**config.mk**
```make
export PLATFORM = sky130hd
export DESIGN_NAME = aluCoprocTop
export DESIGN_NICKNAME = d
export VERILOG_FILES = /design/src/hdl/aluPkg.sv /design/src/hdl/aluCoprocTop.sv /design/src/hdl/axiLiteSlave.sv /design/src/hdl/flagAlu.sv /design/src/hdl/opDecode.sv /design/src/hdl/resultStage.sv
export SDC_FILE = /design/constraint.sdc
export NUM_CORES = 1
export LEC_CHECK = 0
export ABC_AREA = 1
export ABC_CLOCK_PERIOD_IN_PS = 3300
export BUFFER_PORTS_ARGS = -buffer_cell sky130_fd_sc_hd__buf_2
export CORE_ASPECT_RATIO = 1.75
export CORE_MARGIN = 3
export CORE_UTILIZATION = 40
export CTS_BUF_LIST = sky130_fd_sc_hd__clkbuf_8
export CTS_CLUSTER_SIZE = 30
export DETAILED_ROUTE_END_ITERATION = 8
export HOLD_SLACK_MARGIN = 0.15
export SLEW_MARGIN = 10
export SYNTH_ARGS = -nofsm -noshare
export SYNTH_HDL_FRONTEND = slang
export SYNTH_SLANG_ARGS = --single-unit
```
**constraint.sdc**
```tcl
create_clock -name CLK -period 3.3 [get_ports CLK]
set_input_delay 0.825 -clock CLK [delete_from_list [all_inputs] [get_ports CLK]]
set_output_delay 0.825 -clock CLK [all_outputs]
set_load 0.05 [all_outputs]
```
**src/hdl/aluPkg.sv**
```systemverilog
//######################################################################
// Shared types and constants for the ALU coprocessor.
// Holds the opcode encoding, the AXI slave channel states, the
// register byte offsets and the STATUS bit positions.
//######################################################################
package aluPkg;

	typedef enum logic [3:0] {
		opMov  = 4'd0,
		opClc  = 4'd1,
		opSec  = 4'd2,
		opClz  = 4'd3,
		opSez  = 4'd4,
		opCls  = 4'd5,
		opSes  = 4'd6,
		opAdd  = 4'd7,
		opSub  = 4'd8,
		opMul  = 4'd9,  // decoded illegal since multiply is not built
		opMuls = 4'd10, // decoded illegal since multiply is not built
		opAnd  = 4'd11,
		opOr   = 4'd12,
		opXor  = 4'd13,
		opRol  = 4'd14,
		opRor  = 4'd15
	} aluOpE;

	typedef enum logic [1:0] {
		wrIdle  = 2'd0,
		wrResp  = 2'd1,
		wrStall = 2'd2 // command write held off while busy
	} wrStateE;

	typedef enum logic {
		rdIdle = 1'b0,
		rdResp = 1'b1
	} rdStateE;

	localparam logic [4:0] regA      = 5'h00;
	localparam logic [4:0] regB      = 5'h04;
	localparam logic [4:0] regCmd    = 5'h08;
	localparam logic [4:0] regResult = 5'h0C;
	localparam logic [4:0] regStatus = 5'h10;

	localparam int stC       = 0;
	localparam int stZ       = 1;
	localparam int stS       = 2;
	localparam int stBusy    = 3;
	localparam int stError   = 4;
	localparam int stCountLo = 8;
	localparam int stCountHi = 15;

endpackage

```
**src/hdl/aluCoprocTop.sv**
```systemverilog
//######################################################################
// Top level of the AXI4-Lite ALU coprocessor.
// Connects the bus slave to the decode, execute and result stages and
// passes the operand width BITS down to every stage that needs it.
//######################################################################
`timescale 1ns/1ps

module aluCoprocTop #(
	parameter int BITS = 16 // operand width, 2 to 32
) (
	input  logic        CLK,
	input  logic        RSTb,
	input  logic [4:0]  awAddr,
	input  logic        awValid,
	output logic        awReady,
	input  logic [31:0] wData,
	input  logic        wValid,
	output logic        wReady,
	output logic        bValid,
	output logic [1:0]  bResp,
	input  logic        bReady,
	input  logic [4:0]  arAddr,
	input  logic        arValid,
	output logic        arReady,
	output logic        rValid,
	output logic [31:0] rData,
	output logic [1:0]  rResp,
	input  logic        rReady
);
	import aluPkg::*;

	logic [BITS-1:0] opA;
	logic [BITS-1:0] opB;
	logic            start;
	logic [3:0]      cmdOp;
	logic            errClear;
	logic            decValid;
	aluOpE           decOp;
	logic            decIllegal;
	logic            exValid;
	logic            exIllegal;
	logic [BITS-1:0] aluOut;
	logic            flagC;
	logic            flagZ;
	logic            flagS;
	logic [BITS-1:0] result;
	logic            busy;
	logic            error;
	logic [7:0]      opCount;

	axiLiteSlave #(.BITS(BITS)) slave_i (
		.CLK(CLK), .RSTb(RSTb),
		.awAddr(awAddr), .awValid(awValid), .awReady(awReady),
		.wData(wData), .wValid(wValid), .wReady(wReady),
		.bValid(bValid), .bResp(bResp), .bReady(bReady),
		.arAddr(arAddr), .arValid(arValid), .arReady(arReady),
		.rValid(rValid), .rData(rData), .rResp(rResp), .rReady(rReady),
		.busy(busy), .error(error), .opCount(opCount), .result(result),
		.flagC(flagC), .flagZ(flagZ), .flagS(flagS),
		.opA(opA), .opB(opB), .start(start), .cmdOp(cmdOp), .errClear(errClear)
	);

	opDecode decode_i (
		.CLK(CLK), .RSTb(RSTb), .start(start), .cmdOp(cmdOp),
		.decValid(decValid), .decOp(decOp), .decIllegal(decIllegal)
	);

	flagAlu #(.BITS(BITS)) alu_i (
		.CLK(CLK), .RSTb(RSTb),
		.decValid(decValid), .decOp(decOp), .decIllegal(decIllegal),
		.opA(opA), .opB(opB),
		.exValid(exValid), .exIllegal(exIllegal), .aluOut(aluOut),
		.flagC(flagC), .flagZ(flagZ), .flagS(flagS)
	);

	resultStage #(.BITS(BITS)) result_i (
		.CLK(CLK), .RSTb(RSTb), .start(start),
		.exValid(exValid), .exIllegal(exIllegal), .aluOut(aluOut),
		.errClear(errClear),
		.result(result), .busy(busy), .error(error), .opCount(opCount)
	);

endmodule

```
**src/hdl/axiLiteSlave.sv**
```systemverilog
//######################################################################
// AXI4-Lite slave of the ALU coprocessor.
// Holds operands A and B, turns writes to CMD into one-cycle start
// pulses and stalls them while a command is in flight. Reads return
// the operands, the last command, the result and the status word.
//######################################################################
`timescale 1ns/1ps

module axiLiteSlave #(
	parameter int BITS = 16
) (
	input  logic            CLK,
	input  logic            RSTb,
	input  logic [4:0]      awAddr,
	input  logic            awValid,
	output logic            awReady,
	input  logic [31:0]     wData,
	input  logic            wValid,
	output logic            wReady,
	output logic            bValid,
	output logic [1:0]      bResp,
	input  logic            bReady,
	input  logic [4:0]      arAddr,
	input  logic            arValid,
	output logic            arReady,
	output logic            rValid,
	output logic [31:0]     rData,
	output logic [1:0]      rResp,
	input  logic            rReady,
	input  logic            busy,
	input  logic            error,
	input  logic [7:0]      opCount,
	input  logic [BITS-1:0] result,
	input  logic            flagC,
	input  logic            flagZ,
	input  logic            flagS,
	output logic [BITS-1:0] opA,
	output logic [BITS-1:0] opB,
	output logic            start,
	output logic [3:0]      cmdOp,
	output logic            errClear
);
	import aluPkg::*;

	localparam logic [1:0] respOkay = 2'b00;

	wrStateE     wrState;
	rdStateE     rdState;
	logic        wrBoth;
	logic        cmdBlocked;
	logic        wrFire;
	logic        arFire;
	logic [31:0] statusWord;
	logic [31:0] readWord;

	assign wrBoth     = awValid && wValid;
	assign cmdBlocked = (awAddr == regCmd) && busy; // only one command in flight
	assign awReady    = (wrState == wrIdle) && wrBoth && !cmdBlocked;
	assign wReady     = awReady; // address and data are taken together
	assign wrFire     = awValid && awReady && wValid && wReady;
	assign bValid     = (wrState == wrResp);
	assign bResp      = respOkay;

	always_ff @(posedge CLK) begin
		if (!RSTb) begin
			wrState <= wrIdle;
		end else begin
			case (wrState)
				wrIdle: begin
					if (wrFire) begin
						wrState <= wrResp;
					end else if (wrBoth && cmdBlocked) begin
						wrState <= wrStall;
					end
				end
				wrResp: begin
					if (bReady) begin
						wrState <= wrIdle;
					end
				end
				wrStall: begin
					if (!busy) begin
						wrState <= wrIdle; // retry the held command from idle
					end
				end
				default: wrState <= wrIdle;
			endcase
		end
	end

	// start and errClear line up with the cycle bValid rises
	always_ff @(posedge CLK) begin
		if (!RSTb) begin
			start    <= 1'b0;
			errClear <= 1'b0;
		end else begin
			start    <= wrFire && (awAddr == regCmd);
			errClear <= wrFire && (awAddr == regStatus);
		end
	end

	always_ff @(posedge CLK) begin
		if (wrFire && (awAddr == regA)) begin
			opA <= wData[BITS-1:0];
		end
		if (wrFire && (awAddr == regB)) begin
			opB <= wData[BITS-1:0];
		end
		if (wrFire && (awAddr == regCmd)) begin
			cmdOp <= wData[3:0];
		end
	end

	assign arReady = (rdState == rdIdle) && arValid;
	assign arFire  = arValid && arReady;
	assign rValid  = (rdState == rdResp);
	assign rResp   = respOkay;

	always_comb begin
		statusWord                       = '0;
		statusWord[stC]                  = flagC;
		statusWord[stZ]                  = flagZ;
		statusWord[stS]                  = flagS;
		statusWord[stBusy]               = busy;
		statusWord[stError]              = error;
		statusWord[stCountHi:stCountLo]  = opCount;
	end

	always_comb begin
		readWord = '0; // unmapped offsets read as zero
		case (arAddr)
			regA:      readWord[BITS-1:0] = opA;
			regB:      readWord[BITS-1:0] = opB;
			regCmd:    readWord[3:0]      = cmdOp;
			regResult: readWord[BITS-1:0] = result;
			regStatus: readWord           = statusWord;
			default:   readWord           = '0;
		endcase
	end

	always_ff @(posedge CLK) begin
		if (!RSTb) begin
			rdState <= rdIdle;
		end else if (arFire) begin
			rdState <= rdResp;
		end else if (rValid && rReady) begin
			rdState <= rdIdle;
		end
	end

	always_ff @(posedge CLK) begin
		if (arFire) begin
			rData <= readWord; // held stable while rValid waits
		end
	end

	property bValidHold;
		@(posedge CLK) disable iff (!RSTb)
		bValid && !bReady |=> bValid;
	endproperty

	assert property (bValidHold)
		else $error("write response dropped before the master accepted it");

endmodule

```
**src/hdl/flagAlu.sv**
```systemverilog
//######################################################################
// Execute stage: the ALU that keeps carry, zero and sign flags.
// One operation per decValid; result and flags are registered and
// exValid follows one cycle later. Illegal ops leave all state alone.
//######################################################################
`timescale 1ns/1ps

module flagAlu #(
	parameter int BITS = 16
) (
	input  logic            CLK,
	input  logic            RSTb,
	input  logic            decValid,
	input  aluPkg::aluOpE   decOp,
	input  logic            decIllegal,
	input  logic [BITS-1:0] opA,
	input  logic [BITS-1:0] opB,
	output logic            exValid,
	output logic            exIllegal,
	output logic [BITS-1:0] aluOut,
	output logic            flagC,
	output logic            flagZ,
	output logic            flagS
);
	import aluPkg::*;

	logic [BITS:0]   addSum;
	logic [BITS:0]   subDiff;
	logic [BITS-1:0] andVal;
	logic [BITS-1:0] orVal;
	logic [BITS-1:0] xorVal;
	logic [BITS-1:0] rolVal;
	logic [BITS-1:0] rorVal;
	logic [BITS-1:0] nextOut;
	logic            nextC;
	logic            nextZ;
	logic            nextS;
	logic            update;

	assign addSum  = {1'b0, opA} + {1'b0, opB};
	assign subDiff = {1'b0, opA} - {1'b0, opB}; // top bit is the borrow
	assign andVal  = opA & opB;
	assign orVal   = opA | opB;
	assign xorVal  = opA ^ opB;
	assign rolVal  = {opA[BITS-2:0], flagC}; // rotates go through carry
	assign rorVal  = {flagC, opA[BITS-1:1]};

	always_comb begin
		nextC   = flagC; // flags hold unless the op says otherwise
		nextZ   = flagZ;
		nextS   = flagS;
		nextOut = '0;
		case (decOp)
			opMov: nextOut = opA;
			opClc: nextC = 1'b0;
			opSec: nextC = 1'b1;
			opClz: nextZ = 1'b0;
			opSez: nextZ = 1'b1;
			opCls: nextS = 1'b0;
			opSes: nextS = 1'b1;
			opAdd: begin
				nextOut = addSum[BITS-1:0];
				nextC   = addSum[BITS];
				nextZ   = ~|addSum[BITS-1:0];
				nextS   = addSum[BITS-1];
			end
			opSub: begin
				nextOut = subDiff[BITS-1:0];
				nextC   = subDiff[BITS];
				nextZ   = ~|subDiff[BITS-1:0];
				nextS   = subDiff[BITS-1];
			end
			opMul, opMuls: nextOut = '0; // flagged illegal in decode
			opAnd: begin
				nextOut = andVal;
				nextZ   = ~|andVal;
			end
			opOr: begin
				nextOut = orVal;
				nextZ   = ~|orVal;
			end
			opXor: begin
				nextOut = xorVal;
				nextZ   = ~|xorVal;
			end
			opRol: begin
				nextOut = rolVal;
				nextC   = opA[BITS-1];
			end
			opRor: begin
				nextOut = rorVal;
				nextC   = opA[0];
			end
			default: nextOut = '0;
		endcase
	end

	assign update = decValid && !decIllegal;

	always_ff @(posedge CLK) begin
		if (!RSTb) begin
			exValid   <= 1'b0;
			exIllegal <= 1'b0;
			flagC     <= 1'b0;
			flagZ     <= 1'b0;
			flagS     <= 1'b0;
		end else begin
			exValid   <= decValid;
			exIllegal <= decValid && decIllegal;
			if (update) begin
				flagC <= nextC;
				flagZ <= nextZ;
				flagS <= nextS;
			end
		end
	end

	always_ff @(posedge CLK) begin
		if (update) begin
			aluOut <= nextOut;
		end
	end

	property flagsOnlyAfterOp;
		@(posedge CLK) disable iff (!RSTb)
		!decValid |=> $stable({flagC, flagZ, flagS});
	endproperty

	assert property (flagsOnlyAfterOp)
		else $error("ALU flags changed without a decoded operation");

endmodule

```
**src/hdl/opDecode.sv**
```systemverilog
//######################################################################
// Decode stage of the coprocessor pipeline.
// Registers the command opcode as an enum one cycle after start and
// marks the multiply opcodes, which are not implemented, as illegal.
//######################################################################
`timescale 1ns/1ps

module opDecode (
	input  logic          CLK,
	input  logic          RSTb,
	input  logic          start,
	input  logic [3:0]    cmdOp,
	output logic          decValid,
	output aluPkg::aluOpE decOp,
	output logic          decIllegal
);
	import aluPkg::*;

	aluOpE opCode;
	logic  illegalOp;

	assign opCode = aluOpE'(cmdOp); // every 4-bit code has a name

	always_comb begin
		case (opCode)
			opMul, opMuls: illegalOp = 1'b1;
			default:       illegalOp = 1'b0;
		endcase
	end

	always_ff @(posedge CLK) begin
		if (!RSTb) begin
			decValid <= 1'b0;
		end else begin
			decValid <= start;
		end
	end

	// op and illegal mark only mean something while decValid is high
	always_ff @(posedge CLK) begin
		if (start) begin
			decOp      <= opCode;
			decIllegal <= illegalOp;
		end
	end

	property decOpKnown;
		@(posedge CLK) disable iff (!RSTb)
		decValid |-> !$isunknown({decOp, decIllegal});
	endproperty

	assert property (decOpKnown)
		else $error("decoded opcode is unknown while decValid is high");

endmodule

```
**src/hdl/resultStage.sv**
```systemverilog
//######################################################################
// Result stage of the coprocessor pipeline.
// Stores the ALU output of each legal op, tracks busy from start to
// retire, keeps the sticky error bit and counts completed operations.
//######################################################################
`timescale 1ns/1ps

module resultStage #(
	parameter int BITS = 16
) (
	input  logic            CLK,
	input  logic            RSTb,
	input  logic            start,
	input  logic            exValid,
	input  logic            exIllegal,
	input  logic [BITS-1:0] aluOut,
	input  logic            errClear,
	output logic [BITS-1:0] result,
	output logic            busy,
	output logic            error,
	output logic [7:0]      opCount
);

	logic retireOk;

	assign retireOk = exValid && !exIllegal;

	always_ff @(posedge CLK) begin
		if (!RSTb) begin
			result  <= '0;
			busy    <= 1'b0;
			error   <= 1'b0;
			opCount <= 8'd0;
		end else begin
			if (start) begin
				busy <= 1'b1;
			end else if (exValid) begin
				busy <= 1'b0; // low the cycle after the op retires
			end
			if (retireOk) begin
				result  <= aluOut;
				opCount <= opCount + 8'd1; // wraps at 256
			end
			if (exValid && exIllegal) begin
				error <= 1'b1; // a new error beats a clear in the same cycle
			end else if (errClear) begin
				error <= 1'b0;
			end
		end
	end

	property noStartWhileBusy;
		@(posedge CLK) disable iff (!RSTb)
		start |-> !busy;
	endproperty

	assert property (noStartWhileBusy)
		else $error("new command started while the previous one is in flight");

endmodule
```
==> results by group, run 1 <==
Floorplan
  – Die ar.: 20360 um^2
  – Die width: 109.2 um
  – Die Y: 186.5 um
  – Starting Density: 41.07%
  – # IOs: 90
  – Row count: 65
  – Core Area: 18140 um^2

Timing
  – Clock skew: 0.02448 ns
  – Final Hold Fails: 0
  – Fin. max-slew vios: 0
  – Worst Tran Pin Value: 0.7461 ns
  – RSZ-0062 raised after global routing: no
  – Tmin final: 2.863 ns
  – Final setup fails: 0
  – Final TNS setup: 0 ns
  – Max_slew headroom: 49.80%
  – Fmax: 349.3 MHz
  – Final worst slack: 0.4368 ns
  – Crit share post-route: 86.76%

Clocking
  – Post-CTS Setup Bufs: 0
  – Worst-path clk slew: 0.12 ns
  – Clock Tree Root: clkbuf_8
  – TritonCTS clock tree: yes
  – Bufs on Longest Clock Path: 2
  – Clock Latency Late Sink: 0.40 ns
  – Sink Count: 110
  – Post-CTS sizing: 0
  – Hold buffer count at cts: 0
  – CTS Buf Count: 9
  – H-tree Lvls: 3

Critical path
  – Worst Path Class, Setup: flip-flop to flip-flop
  – Crit-path max FO: 7
  – Critical Path RT: 3.65 ns
  – Reg-to-Reg Start: slave_i.opA[2]$_DFFE_PP_
  – Worst r2r dst: alu_i.flagZ$_SDFFE_PN0P_
  – Reg2reg path depth: 16
  – Crit path to: alu_i.flagZ$_SDFFE_PN0P_
  – Critical Path End Type: flip-flop
  – Setup crit start kind: flip-flop
  – R2R setup slack: 0.44 ns
  – Worst Setup SP: slave_i.opA[2]$_DFFE_PP_
  – CP Data Arrival Time: 3.21 ns

Logic synthesis
  – Synth Cell Area: 7448 um^2
  – Syn avg cell area: 7.743 um^2
  – Area contributors post-synth: edfxtp_1 29%, dfxtp_1 9.9%, nand2_1 9.8%
  – Top FF cell, synth: edfxtp_1
  – #FFs+latches synth: 110
  – Number of synthesized flops with an enable pin: 73
  – Share of the synthesized area in the top cell type: 29.43%
  – Leading area contributor after synthesis: edfxtp_1
  – Async SR Flop Fraction: 0%
  – Synth Warn #: 0
  – Seq/Total Area, Yosys: 39.38%
  – Mapped Cells: 962
  – Distinct cells, synth: 49

Routing
  – Vias per std cell: 5.537
  – Initial drt markers: 647
  – DRC violations left: 0
  – WL final: 25.78 mm
  – Drt first pass iters: 5
  – Detailed-route via count: 6954
  – Antenna-violating nets left: 0
  – Drt wl/cell: 20.53 um

Finish
  – Ratio of cells with drive above 1 in the final layout: 11.15%
  – Layout Cells excl Fill: 1256
  – Commonest cells after routing, fill and taps aside: 194 x nand2_1, 141 x inv_1, 105 x nor2_1, 73 x edfxtp_1, 59 x nand3_1
  – Commonest non-fill, non-tap cell in the layout: nand2_1
  – Area delta synth->final: 9.592%
  – Final nets: 1118
  – Antenna cells: 0
  – Multi-input logic area: 3754 um^2
  – Storage cell area: 2933 um^2
  – FILL cells: 1885
  – Design area: 8163 um^2

Power and ir drop
  – VDD IR max: 0.1993 mV
  – Gate power share: 8.4%
  – Pint: 0.001896 W
  – Sw frac: 25.69%
  – Leakage: 3.668 nW
  – NetSw: 0.0006554 W
  – Pwr per Cell Area: 312.5 nW/um^2
  – Power, Total: 0.002551 W
  – Sequential Power Share: 58.1%
  – Clk pwr share: 33.5%

Worst hold path
  – Hold wc startpoint: decode_i.decValid$_SDFF_PN0_
  – Worst min path class: flip-flop to flip-flop

Global route
  – First-pass GRT wire length: 38.55 mm
  – Vias in the first global route: 6933
  – Pin count of the biggest net entering global routing: 26
  – Grt total ovfl: 0
  – Initial antenna violation count: 0
  – GRT Util Overall: 25.72%

Place
  – Post-DP HPWL: 21.07 mm
  – Placed cell area: 7956 um^2
  – Setup WS pre-CTS: 0.5305 ns
  – PortBufs: 53
  – # placed instances: 1240
  – Placer Congestion: 1.011

Flow run
  – Number of max-cap violations: 0

Run status
  – Status: finished, final reports clean
[per-stage QoR]
stage | util (%) | hold WS, ns
after detailed placement | 43.87 | 0.4433
after floorplan | - | 0.4264
final | 45.01 | 0.4601
after global placement | 43.87 | 0.4402
after global routing | 45.01 | 0.4762
after CTS | 45.01 | 0.4663
[registers in the layout, indices dropped and copies added (netlist names)]
signal               cells
alu_i.aluOut            16
result_i.result         16
slave_i.opA             16
slave_i.opB             16
slave_i.rData           16
result_i.opCount         8
decode_i.decOp           4
slave_i.cmdOp            4
slave_i.wrState          2
alu_i.exIllegal          1
alu_i.exValid            1
alu_i.flagC              1
alu_i.flagS              1
alu_i.flagZ              1
decode_i.decIllegal      1
decode_i.decValid        1
result_i.busy            1
result_i.error           1
slave_i.errClear         1
slave_i.rValid           1
slave_i.start            1
[final cells by class]
class | instances | share of cell area [%]
multi-input cells | 674 | 45.98
flip-flops and latches | 110 | 35.93
inverters | 149 | 6.882
repair buffers | 73 | 5.089
well taps | 234 | 3.587
clock buffers | 10 | 1.686
clock inverters | 6 | 0.8430
[Yosys cell counts, types with 2 or more instances]
cell type	n
o21ai_1	2
buf_2	4
dfxtp_1	37
nor2_1	106
a31oi_1	3
nand3_1	59
nor2_2	3
clkbuf_1	14
xnor2_1	2
nor3_1	17
nand2_1	194
clkbuf_2	2
xor2_1	2
o221ai_1	6
nor3b_1	2
o21a_1	3
nand2_2	3
clkinv_1	3
a211oi_1	3
o22ai_1	39
a221o_1	9
o211ai_1	8
a21oi_2	4
nand4_1	17
nand3b_1	3
a21oi_1	44
o21ai_0	35
nor3_2	4
ha_1	50
fa_1	2
buf_4	27
inv_1	141
edfxtp_1	73
a221oi_1	8
inv_2	4
nor4_1	7
o2111ai_1	10
[how the worst min path moves through the flow]
stage | end | slack [ns] | cells after the start
floorplan | decode_i.decOp[0]$_DFFE_PP_ | 0.43 | 0
global placement | decode_i.decOp[0]$_DFFE_PP_ | 0.44 | 0
detailed placement | decode_i.decOp[0]$_DFFE_PP_ | 0.44 | 0
global route | decode_i.decOp[0]$_DFFE_PP_ | 0.48 | 0
CTS | decode_i.decOp[0]$_DFFE_PP_ | 0.47 | 0
finish | alu_i.exValid$_SDFF_PN0_ | 0.46 | 2
[routing by layer]
layer	up-vias	global-route usage, %	routed length [um]
met4	0	17.65	1998
met1	3245	27.04	9169
met3	92	3.046	1182
met5	-	0	0
met2	272	46.14	13430
li1	3345	-	-
[power groups by stage]
stage	logic, W	registers (W)	clock network, W
after floorplan	0.000130	0.00155	0
after detailed placement	0.000214	0.00151	0
final	0.000214	0.00148	0.000856
after CTS	0.000215	0.00148	0.000875
after global placement	0.000213	0.00151	0
after global routing	0.000230	0.00148	0.000934
[critical path, stage by stage, from the launching register on]
cell and delay [ns]:
edfxtp_1 0.51, inv_1 0.21, ha_1 0.35, buf_4 0.21, nor2_1 0.08, nand2_1 0.07
nand2_1 0.15, nand2_1 0.10, nand2_1 0.18, nand3b_1 0.15, nand3_1 0.10, nand2_1 0.08
nor2_1 0.24, nand3_1 0.12, nand2_1 0.10, nand2_1 0.07, a21oi_2 0.10
[cell families after synthesis]
group | Yosys count | synth area share [%]
xor+xnor | 4 | 0.4704
simple gates | 420 | 24.42
flops | 110 | 39.38
fa+ha+maj | 52 | 8.937
other cells | 1 | 0.05035
buf+inv | 197 | 11.42
compound gates | 178 | 15.32
(Power assumes the default switching activity.)
==> run 2: changes to the inputs <==
- ABC_AREA: 1 -> unset
==> run 2 against run 1 <==
  * Final area grew 7.2%
  * Largest cell class unchanged
  * Sequential power about the same
  * Final cell count decreased by 8.7%
==> results by group, run 2 <==
Clocking
  – Bufs on Longest Clock Path: 2 (unchanged)
  – H-tree Lvls: 3 (unchanged)
  – CTS Buf Count: 9 (unchanged)
  – Clock Latency Late Sink: 0.38 ns (-0.02 ns)
  – Clock Tree Root: clkbuf_8
  – TritonCTS clock tree: yes
  – Worst-path clk slew: 0.11 ns (about the same)
  – Hold buffer count at cts: 0 (unchanged)
  – Sink Count: 110 (unchanged)

Finish
  – Ratio of cells with drive above 1 in the final layout: 19.36% (+8.2 points)
  – Layout Cells excl Fill: 1147 (-8.7%)
  – Final nets: 1005 (-10%)
  – Design area: 8752 um^2 (+7.2%)
  – Commonest non-fill, non-tap cell in the layout: nand2_1
  – Antenna cells: 0 (unchanged)
  – Area delta synth->final: 15.22%
  – Fin util: 47.10% (+2.1 points)
  – Commonest cells after routing, fill and taps aside: 82 x nand2_1, 74 x buf_4, 73 x edfxtp_1, 53 x buf_2, 49 x inv_1

Timing
  – Final setup fails: 0 (unchanged)
  – Clock skew: 0.01105 ns (-0.01343 ns)
  – Max_slew headroom: 30.49% (-19 points)
  – Worst Tran Pin Value: 1.038 ns (+0.2918 ns)
  – Fmax: 317.4 MHz (-9.1%)
  – Final worst slack: 0.1492 ns (-0.2876 ns)
  – Final TNS setup: 0 ns (unchanged)
  – Tmin final: 3.151 ns (+0.2876 ns)
  – Final Hold Fails: 0 (unchanged)
  – Crit share post-route: 95.48% (+8.7 points)
  – Fin. max-slew vios: 0 (unchanged)

Routing
  – Drt first pass iters: 7 (+2)
  – Detailed-route via count: 6723 (-3.3%)
  – Initial drt markers: 515 (-20%)
  – Drt wl/cell: 20.50 um (-0.16%)
  – Vias per std cell: 5.861 (+5.9%)
  – WL final: 23.51 mm (-8.8%)
  – Antenna-violating nets left: 0 (unchanged)
  – DRC violations left: 0 (unchanged)

Floorplan
  – Starting Density: 40.88% (-0.19 points)
  – Core Area: 18580 um^2 (+2.4%)
  – Die Y: 188.3 um (+0.95%)
  – Die width: 110.2 um (+0.93%)
  – Die ar.: 20750 um^2 (+1.9%)
  – # IOs: 90 (unchanged)
  – Row count: 66 (+1.5%)

Logic synthesis
  – Seq/Total Area, Yosys: 38.61% (-0.77 points)
  – Synth Cell Area: 7596 um^2 (+2.0%)
  – Distinct cells, synth: 78 (+59%)
  – Mapped Cells: 813 (-15%)
  – Area contributors post-synth: edfxtp_1 29%, dfxtp_1 9.8%, ha_1 8.2%
  – Commonest cells in the synthesized netlist: 82 x nand2_1, 73 x edfxtp_1, 50 x ha_1, 49 x inv_1, 47 x nor2_1
  – Syn avg cell area: 9.343 um^2 (+21%)
  – Leading area contributor after synthesis: edfxtp_1
  – Top FF cell, synth: edfxtp_1
  – #FFs+latches synth: 110 (unchanged)
  – Share of the synthesized area in the top cell type: 28.86% (-0.57 points)
  – Number of synthesized flops with an enable pin: 73 (unchanged)
  – Most instantiated library cell after synthesis: nand2_1
  – Async SR Flop Fraction: 0% (unchanged)
  – Synth Warn #: 0 (unchanged)

Flow run
  – Number of max-cap violations: 0 (unchanged)

Critical path
  – Critical Path End Type: flip-flop
  – CP Data Arrival Time: 3.45 ns (+0.24 ns)
  – Setup crit start kind: flip-flop
  – Critical Path RT: 3.60 ns (-0.05 ns)
  – Crit-path max FO: 3 (-4)
  – Worst Path Class, Setup: flip-flop to flip-flop

Run status
  – Status: finished, final reports clean

Global route
  – Grt total ovfl: 0 (unchanged)
  – First-pass GRT wire length: 36.31 mm (-5.8%)
  – Vias in the first global route: 6747 (-2.7%)
  – Pin count of the biggest net entering global routing: 37 (+42%)
  – Initial antenna violation count: 0 (unchanged)
  – GRT Util Overall: 22.76% (-3.0 points)

Place
  – Placer Congestion: 0.9136 (-9.6%)
  – # placed instances: 1128 (-9.0%)
  – Placed cell area: 8407 um^2 (+5.7%)
  – Setup WS pre-CTS: 0.02570 ns (-0.5048 ns)
  – PortBufs: 53 (unchanged)
  – Post-DP HPWL: 18.47 mm (-12%)

Power and ir drop
  – VDD IR max: 0.4264 mV (+110%)
  – Pwr per Cell Area: 311.6 nW/um^2 (-0.29%)
  – Leakage: 3.426 nW (-6.6%)

Worst hold path
  – Worst min path class: flip-flop to flip-flop
-- run 2: per-layer routing --
metal  wire (um)  share of wire [%]  vias to the layer above  track usage, %
li1            -                  -                     3160               -
met1        8903                 38                     3243           25.31
met2       12300                 52                      244           40.95
met3         825                3.5                       76           1.748
met4        1484                6.3                        0           13.66
met5           0                  0                        -               0
-- run 2: cells by family (layout without fill, tap and decap cells) --
group	count (synthesis)	in the layout	share of synthesized area [%]
adders and majority gates	53	53	8.895
muxes	31	31	4.085
and+or+nand+nor	244	244	15.81
buffers and inverters	116	193	7.709
xor gates and xnor gates	22	22	2.537
other	1	20	0.04937
AOI/OAI and AO/OA	236	236	22.30
DFF	110	110	38.61
-- run 2: timing repair --
item | in CTS | in global routing
resized for setup | 1 | 15
pin swaps | 0 | 6
setup buffers | 0 | 3
gates cloned | 0 | 0
endpoints found under the hold margin | 0 | 0
setup endpoints to repair | 1 | 5
-- run 2: path summary, 6_finish.rpt --
path | from | endpoint | slack, ns | depth (start not counted)
min | result_i.result[6]$_SDFFE_PN0P_ | result_i.result[6]$_SDFFE_PN0P_ | 0.47 | 2
max | slave_i.opB[0]$_DFFE_PP_ | alu_i.flagZ$_SDFFE_PN0P_ | 0.15 | 10
max reg2reg | slave_i.opB[0]$_DFFE_PP_ | alu_i.flagZ$_SDFFE_PN0P_ | 0.15 | 10
min reg2reg | result_i.result[6]$_SDFFE_PN0P_ | result_i.result[6]$_SDFFE_PN0P_ | 0.47 | 2
-- run 2: per-stage QoR --
step / hold slack [ns] / total power [W]
after detailed placement: 0.4589 / 0.001753
final: 0.4703 / 0.002728
after global placement: 0.4489 / 0.001751
after floorplan: 0.4416 / 0.001706
after global routing: 0.4914 / 0.002799
after CTS: 0.4739 / 0.002740
-- run 2: area by class of cell --
class	count	area, um^2
timing repair buffer	127	820.8
multi-input combinational	606	4259
tap	238	297.8
inverter	50	190.2
clock buffer	9	123.9
sequential	110	2933
fill	1863	9828
clock inverter	7	127.6
-- run 2: report_power, final --
part           switching (W)  internal [W]
registers         0.00000621       0.00148
logic               0.000177     0.0000615
clock network       0.000490      0.000516
total               0.000673       0.00205
-- run 2: critical path, cell delays in order, from the launching register on --
cell and delay (ns):
edfxtp_1 0.41, ha_1 0.24, fa_1 0.41, buf_4 0.17, xnor2_1 0.18, nand4b_1 0.12, nor4_1 0.27, o2111ai_1 0.20
or4_1 0.49, a2111o_1 0.38, o31ai_2 0.19
==> run 3: changes to the inputs <==
- CORE_UTILIZATION: 40 -> 45
- PLACE_DENSITY: unset -> 0.67
==> run 3 against run 2 <==
  * Die area decreased by 11%
  * Clock skew decreased by 0.00095 ns
  * Final area decreased by 0.51%
  * Sequential share of layout area increased by 0.17 points
  * Final cell count decreased by 1.1%
  * Combinational power about the same
  * Via count increased by 0.51%
  * Sequential power about the same
  * Critical path type unchanged
  * Largest cell class unchanged
==> results by group, run 3 (synthesized netlist as in run 2, its figures left out) <==
Flow run
  – Number of max-cap violations: 0 (unchanged)

Timing
  – Crit share post-route: 96.14% (+0.66 points)
  – Final worst slack: 0.1273 ns (-0.02182 ns)
  – Fin. max-slew vios: 0 (unchanged)
  – Max_slew headroom: 46.10% (+16 points)
  – Fmax: 315.2 MHz (-0.69%)
  – Tmin final: 3.173 ns (+0.02183 ns)
  – RSZ-0062 raised after global routing: yes
  – Clock skew: 0.01010 ns (-0.0009468 ns)
  – Final setup fails: 0 (unchanged)
  – Final Hold Fails: 0 (unchanged)
  – Worst Tran Pin Value: 0.8085 ns (-0.2294 ns)

Worst hold path
  – Worst min path class: flip-flop to flip-flop
  – WHS Path Cells: 2 (unchanged)

Routing
  – Antenna-violating nets left: 0 (unchanged)
  – DRC violations left: 0 (unchanged)
  – Vias per std cell: 5.959 (+1.7%)
  – Drt wl/cell: 19.99 um (-2.5%)
  – Initial drt markers: 582 (+13%)
  – Detailed-route via count: 6757 (+0.51%)
  – WL final: 22.67 mm (-3.6%)
  – Drt first pass iters: 5 (-2)

Critical path
  – Crit-path max FO: 12 (+9)
  – Critical Path End Type: flip-flop
  – CP Data Arrival Time: 3.47 ns (+0.02 ns)
  – Reg2reg path depth: 10 (unchanged)
  – Setup crit start kind: flip-flop
  – Worst Path Class, Setup: flip-flop to flip-flop
  – Critical Path RT: 3.60 ns (about the same)

Finish
  – Area delta synth->final: 14.63%
  – Commonest cells after routing, fill and taps aside: 82 x nand2_1, 75 x buf_4, 73 x edfxtp_1, 53 x buf_2, 49 x inv_1
  – Final nets: 1006 (+0.10%)
  – FILL cells: 1537 (-17%)
  – Commonest non-fill, non-tap cell in the layout: nand2_1
  – Layout Cells excl Fill: 1134 (-1.1%)
  – Antenna cells: 0 (unchanged)
  – Ratio of cells with drive above 1 in the final layout: 19.34% (-0.021 points)

Clocking
  – TritonCTS clock tree: yes
  – Sink Count: 110 (unchanged)
  – Clock Tree Root: clkbuf_8
  – Worst-path clk slew: 0.11 ns (about the same)
  – H-tree Lvls: 3 (unchanged)
  – CTS Buf Count: 9 (unchanged)
  – Clock Latency Late Sink: 0.38 ns (about the same)
  – Bufs on Longest Clock Path: 2 (unchanged)

Floorplan
  – Core Area: 16520 um^2 (-11%)
  – Starting Density: 45.97% (+5.1 points)
  – # IOs: 90 (unchanged)
  – Die ar.: 18540 um^2 (-11%)
  – Row count: 62 (-6.1%)
  – Die Y: 177.9 um (-5.5%)
  – Die width: 104.2 um (-5.4%)

Power and ir drop
  – Sw frac: 25.81% (+1.1 points)
  – Sequential Power Share: 57.7% (+3.3 points)
  – Gate power share: 9.3% (+0.5 points)
  – NetSw: 0.0006636 W (-1.4%)
  – VDD IR max: 0.2502 mV (-41%)
  – Pwr per Cell Area: 295.2 nW/um^2 (-5.3%)
  – Power, Total: 0.002571 W (-5.8%)
  – Leakage: 3.413 nW (-0.37%)
  – Clk pwr share: 33.1% (-3.8 points)
  – Pint: 0.001907 W (-7.2%)

Place
  – Setup WS pre-CTS: 0.04877 ns (+0.02307 ns)
  – # placed instances: 1110 (-1.6%)
  – Placer Congestion: 0.9559 (+4.6%)
  – PortBufs: 53 (unchanged)
  – Post-DP HPWL: 17.60 mm (-4.7%)

Global route
  – Initial antenna violation count: 0 (unchanged)
  – GRT Util Overall: 24.35% (+1.6 points)
  – First-pass GRT wire length: 35.34 mm (-2.7%)
  – Grt total ovfl: 0 (unchanged)
  – Pin count of the biggest net entering global routing: 24 (-35%)
  – Vias in the first global route: 6532 (-3.2%)

Run status
  – Status: finished, final reports clean
-- run 3: cell types whose count changed in the layout (fill, tap and decap cells not counted), sizes merged --
cell,delta
bufinv,-2
clkinvlp,+1
buf,+1
clkinv,+1
-- run 3: power groups by stage --
| stage | clock network, W | logic, W | registers [W] |
|---|---|---|---|
| final | 0.000850 | 0.000238 | 0.00148 |
| after global routing | 0.000916 | 0.000250 | 0.00149 |
| after CTS | 0.000869 | 0.000237 | 0.00148 |
| after detailed placement | 0 | 0.000236 | 0.00151 |
| after global placement | 0 | 0.000234 | 0.00151 |
| after floorplan | 0 | 0.000150 | 0.00156 |
-- run 3: layout make-up --
type	instances	area (um^2)	share of cell area (%)
inverter	50	190.2	2.184
sequential	110	2933	33.68
multi-input combinational	606	4260	48.93
tap	224	280.3	3.219
clock buffer	9	123.9	1.423
timing repair buffer	128	828.3	9.513
clock inverter	7	91.34	1.049
-- run 3: through the flow --
stage	util, %	hold slack (ns)	area (um^2)	setup TNS (ns)
after floorplan	-	0.4416	7697	0
after global placement	50.58	0.4489	8357	0
after detailed placement	50.58	0.4568	8357	0
after CTS	51.90	0.4708	8576	0
after global routing	52.70	0.4957	8707	-0.03705
final	52.70	0.4692	8707	0
-- run 3: what timing repair did --
| action | in CTS | in global routing |
|---|---|---|
| gates resized for setup | 1 | 16 |
| pin swaps | 0 | 4 |
| setup buffers | 0 | 8 |
| hold buffers | 0 | 0 |
| setup endpoints to repair | 1 | 3 |
-- run 3: final timing paths --
kind / slack (ns) / from / to
setup reg to reg: 0.13 / slave_i.opB[4]$_DFFE_PP_ / alu_i.flagZ$_SDFFE_PN0P_
setup / recovery: 0.13 / slave_i.opB[4]$_DFFE_PP_ / alu_i.flagZ$_SDFFE_PN0P_
hold reg to reg: 0.47 / result_i.result[15]$_SDFFE_PN0P_ / result_i.result[15]$_SDFFE_PN0P_
hold / removal: 0.47 / result_i.result[15]$_SDFFE_PN0P_ / result_i.result[15]$_SDFFE_PN0P_
-- run 3: worst max-delay path, cell delays in order, from the launching register on --
cell	delay, ns
edfxtp_1	0.46
inv_1	0.09
ha_1	0.55
a21oi_1	0.14
o22ai_2	0.27
o22ai_1	0.17
o21bai_1	0.18
xnor2_1	0.11
or4_1	0.55
a2111o_1	0.38
o31ai_2	0.19
-- run 3: layer usage --
metal	GRT usage (%)	up-vias	routed length [um]
li1	-	3160	-
met1	27.50	3247	8623
met2	44.06	274	11750
met3	2.002	76	916
met4	15.47	0	1371
met5	0	-	0
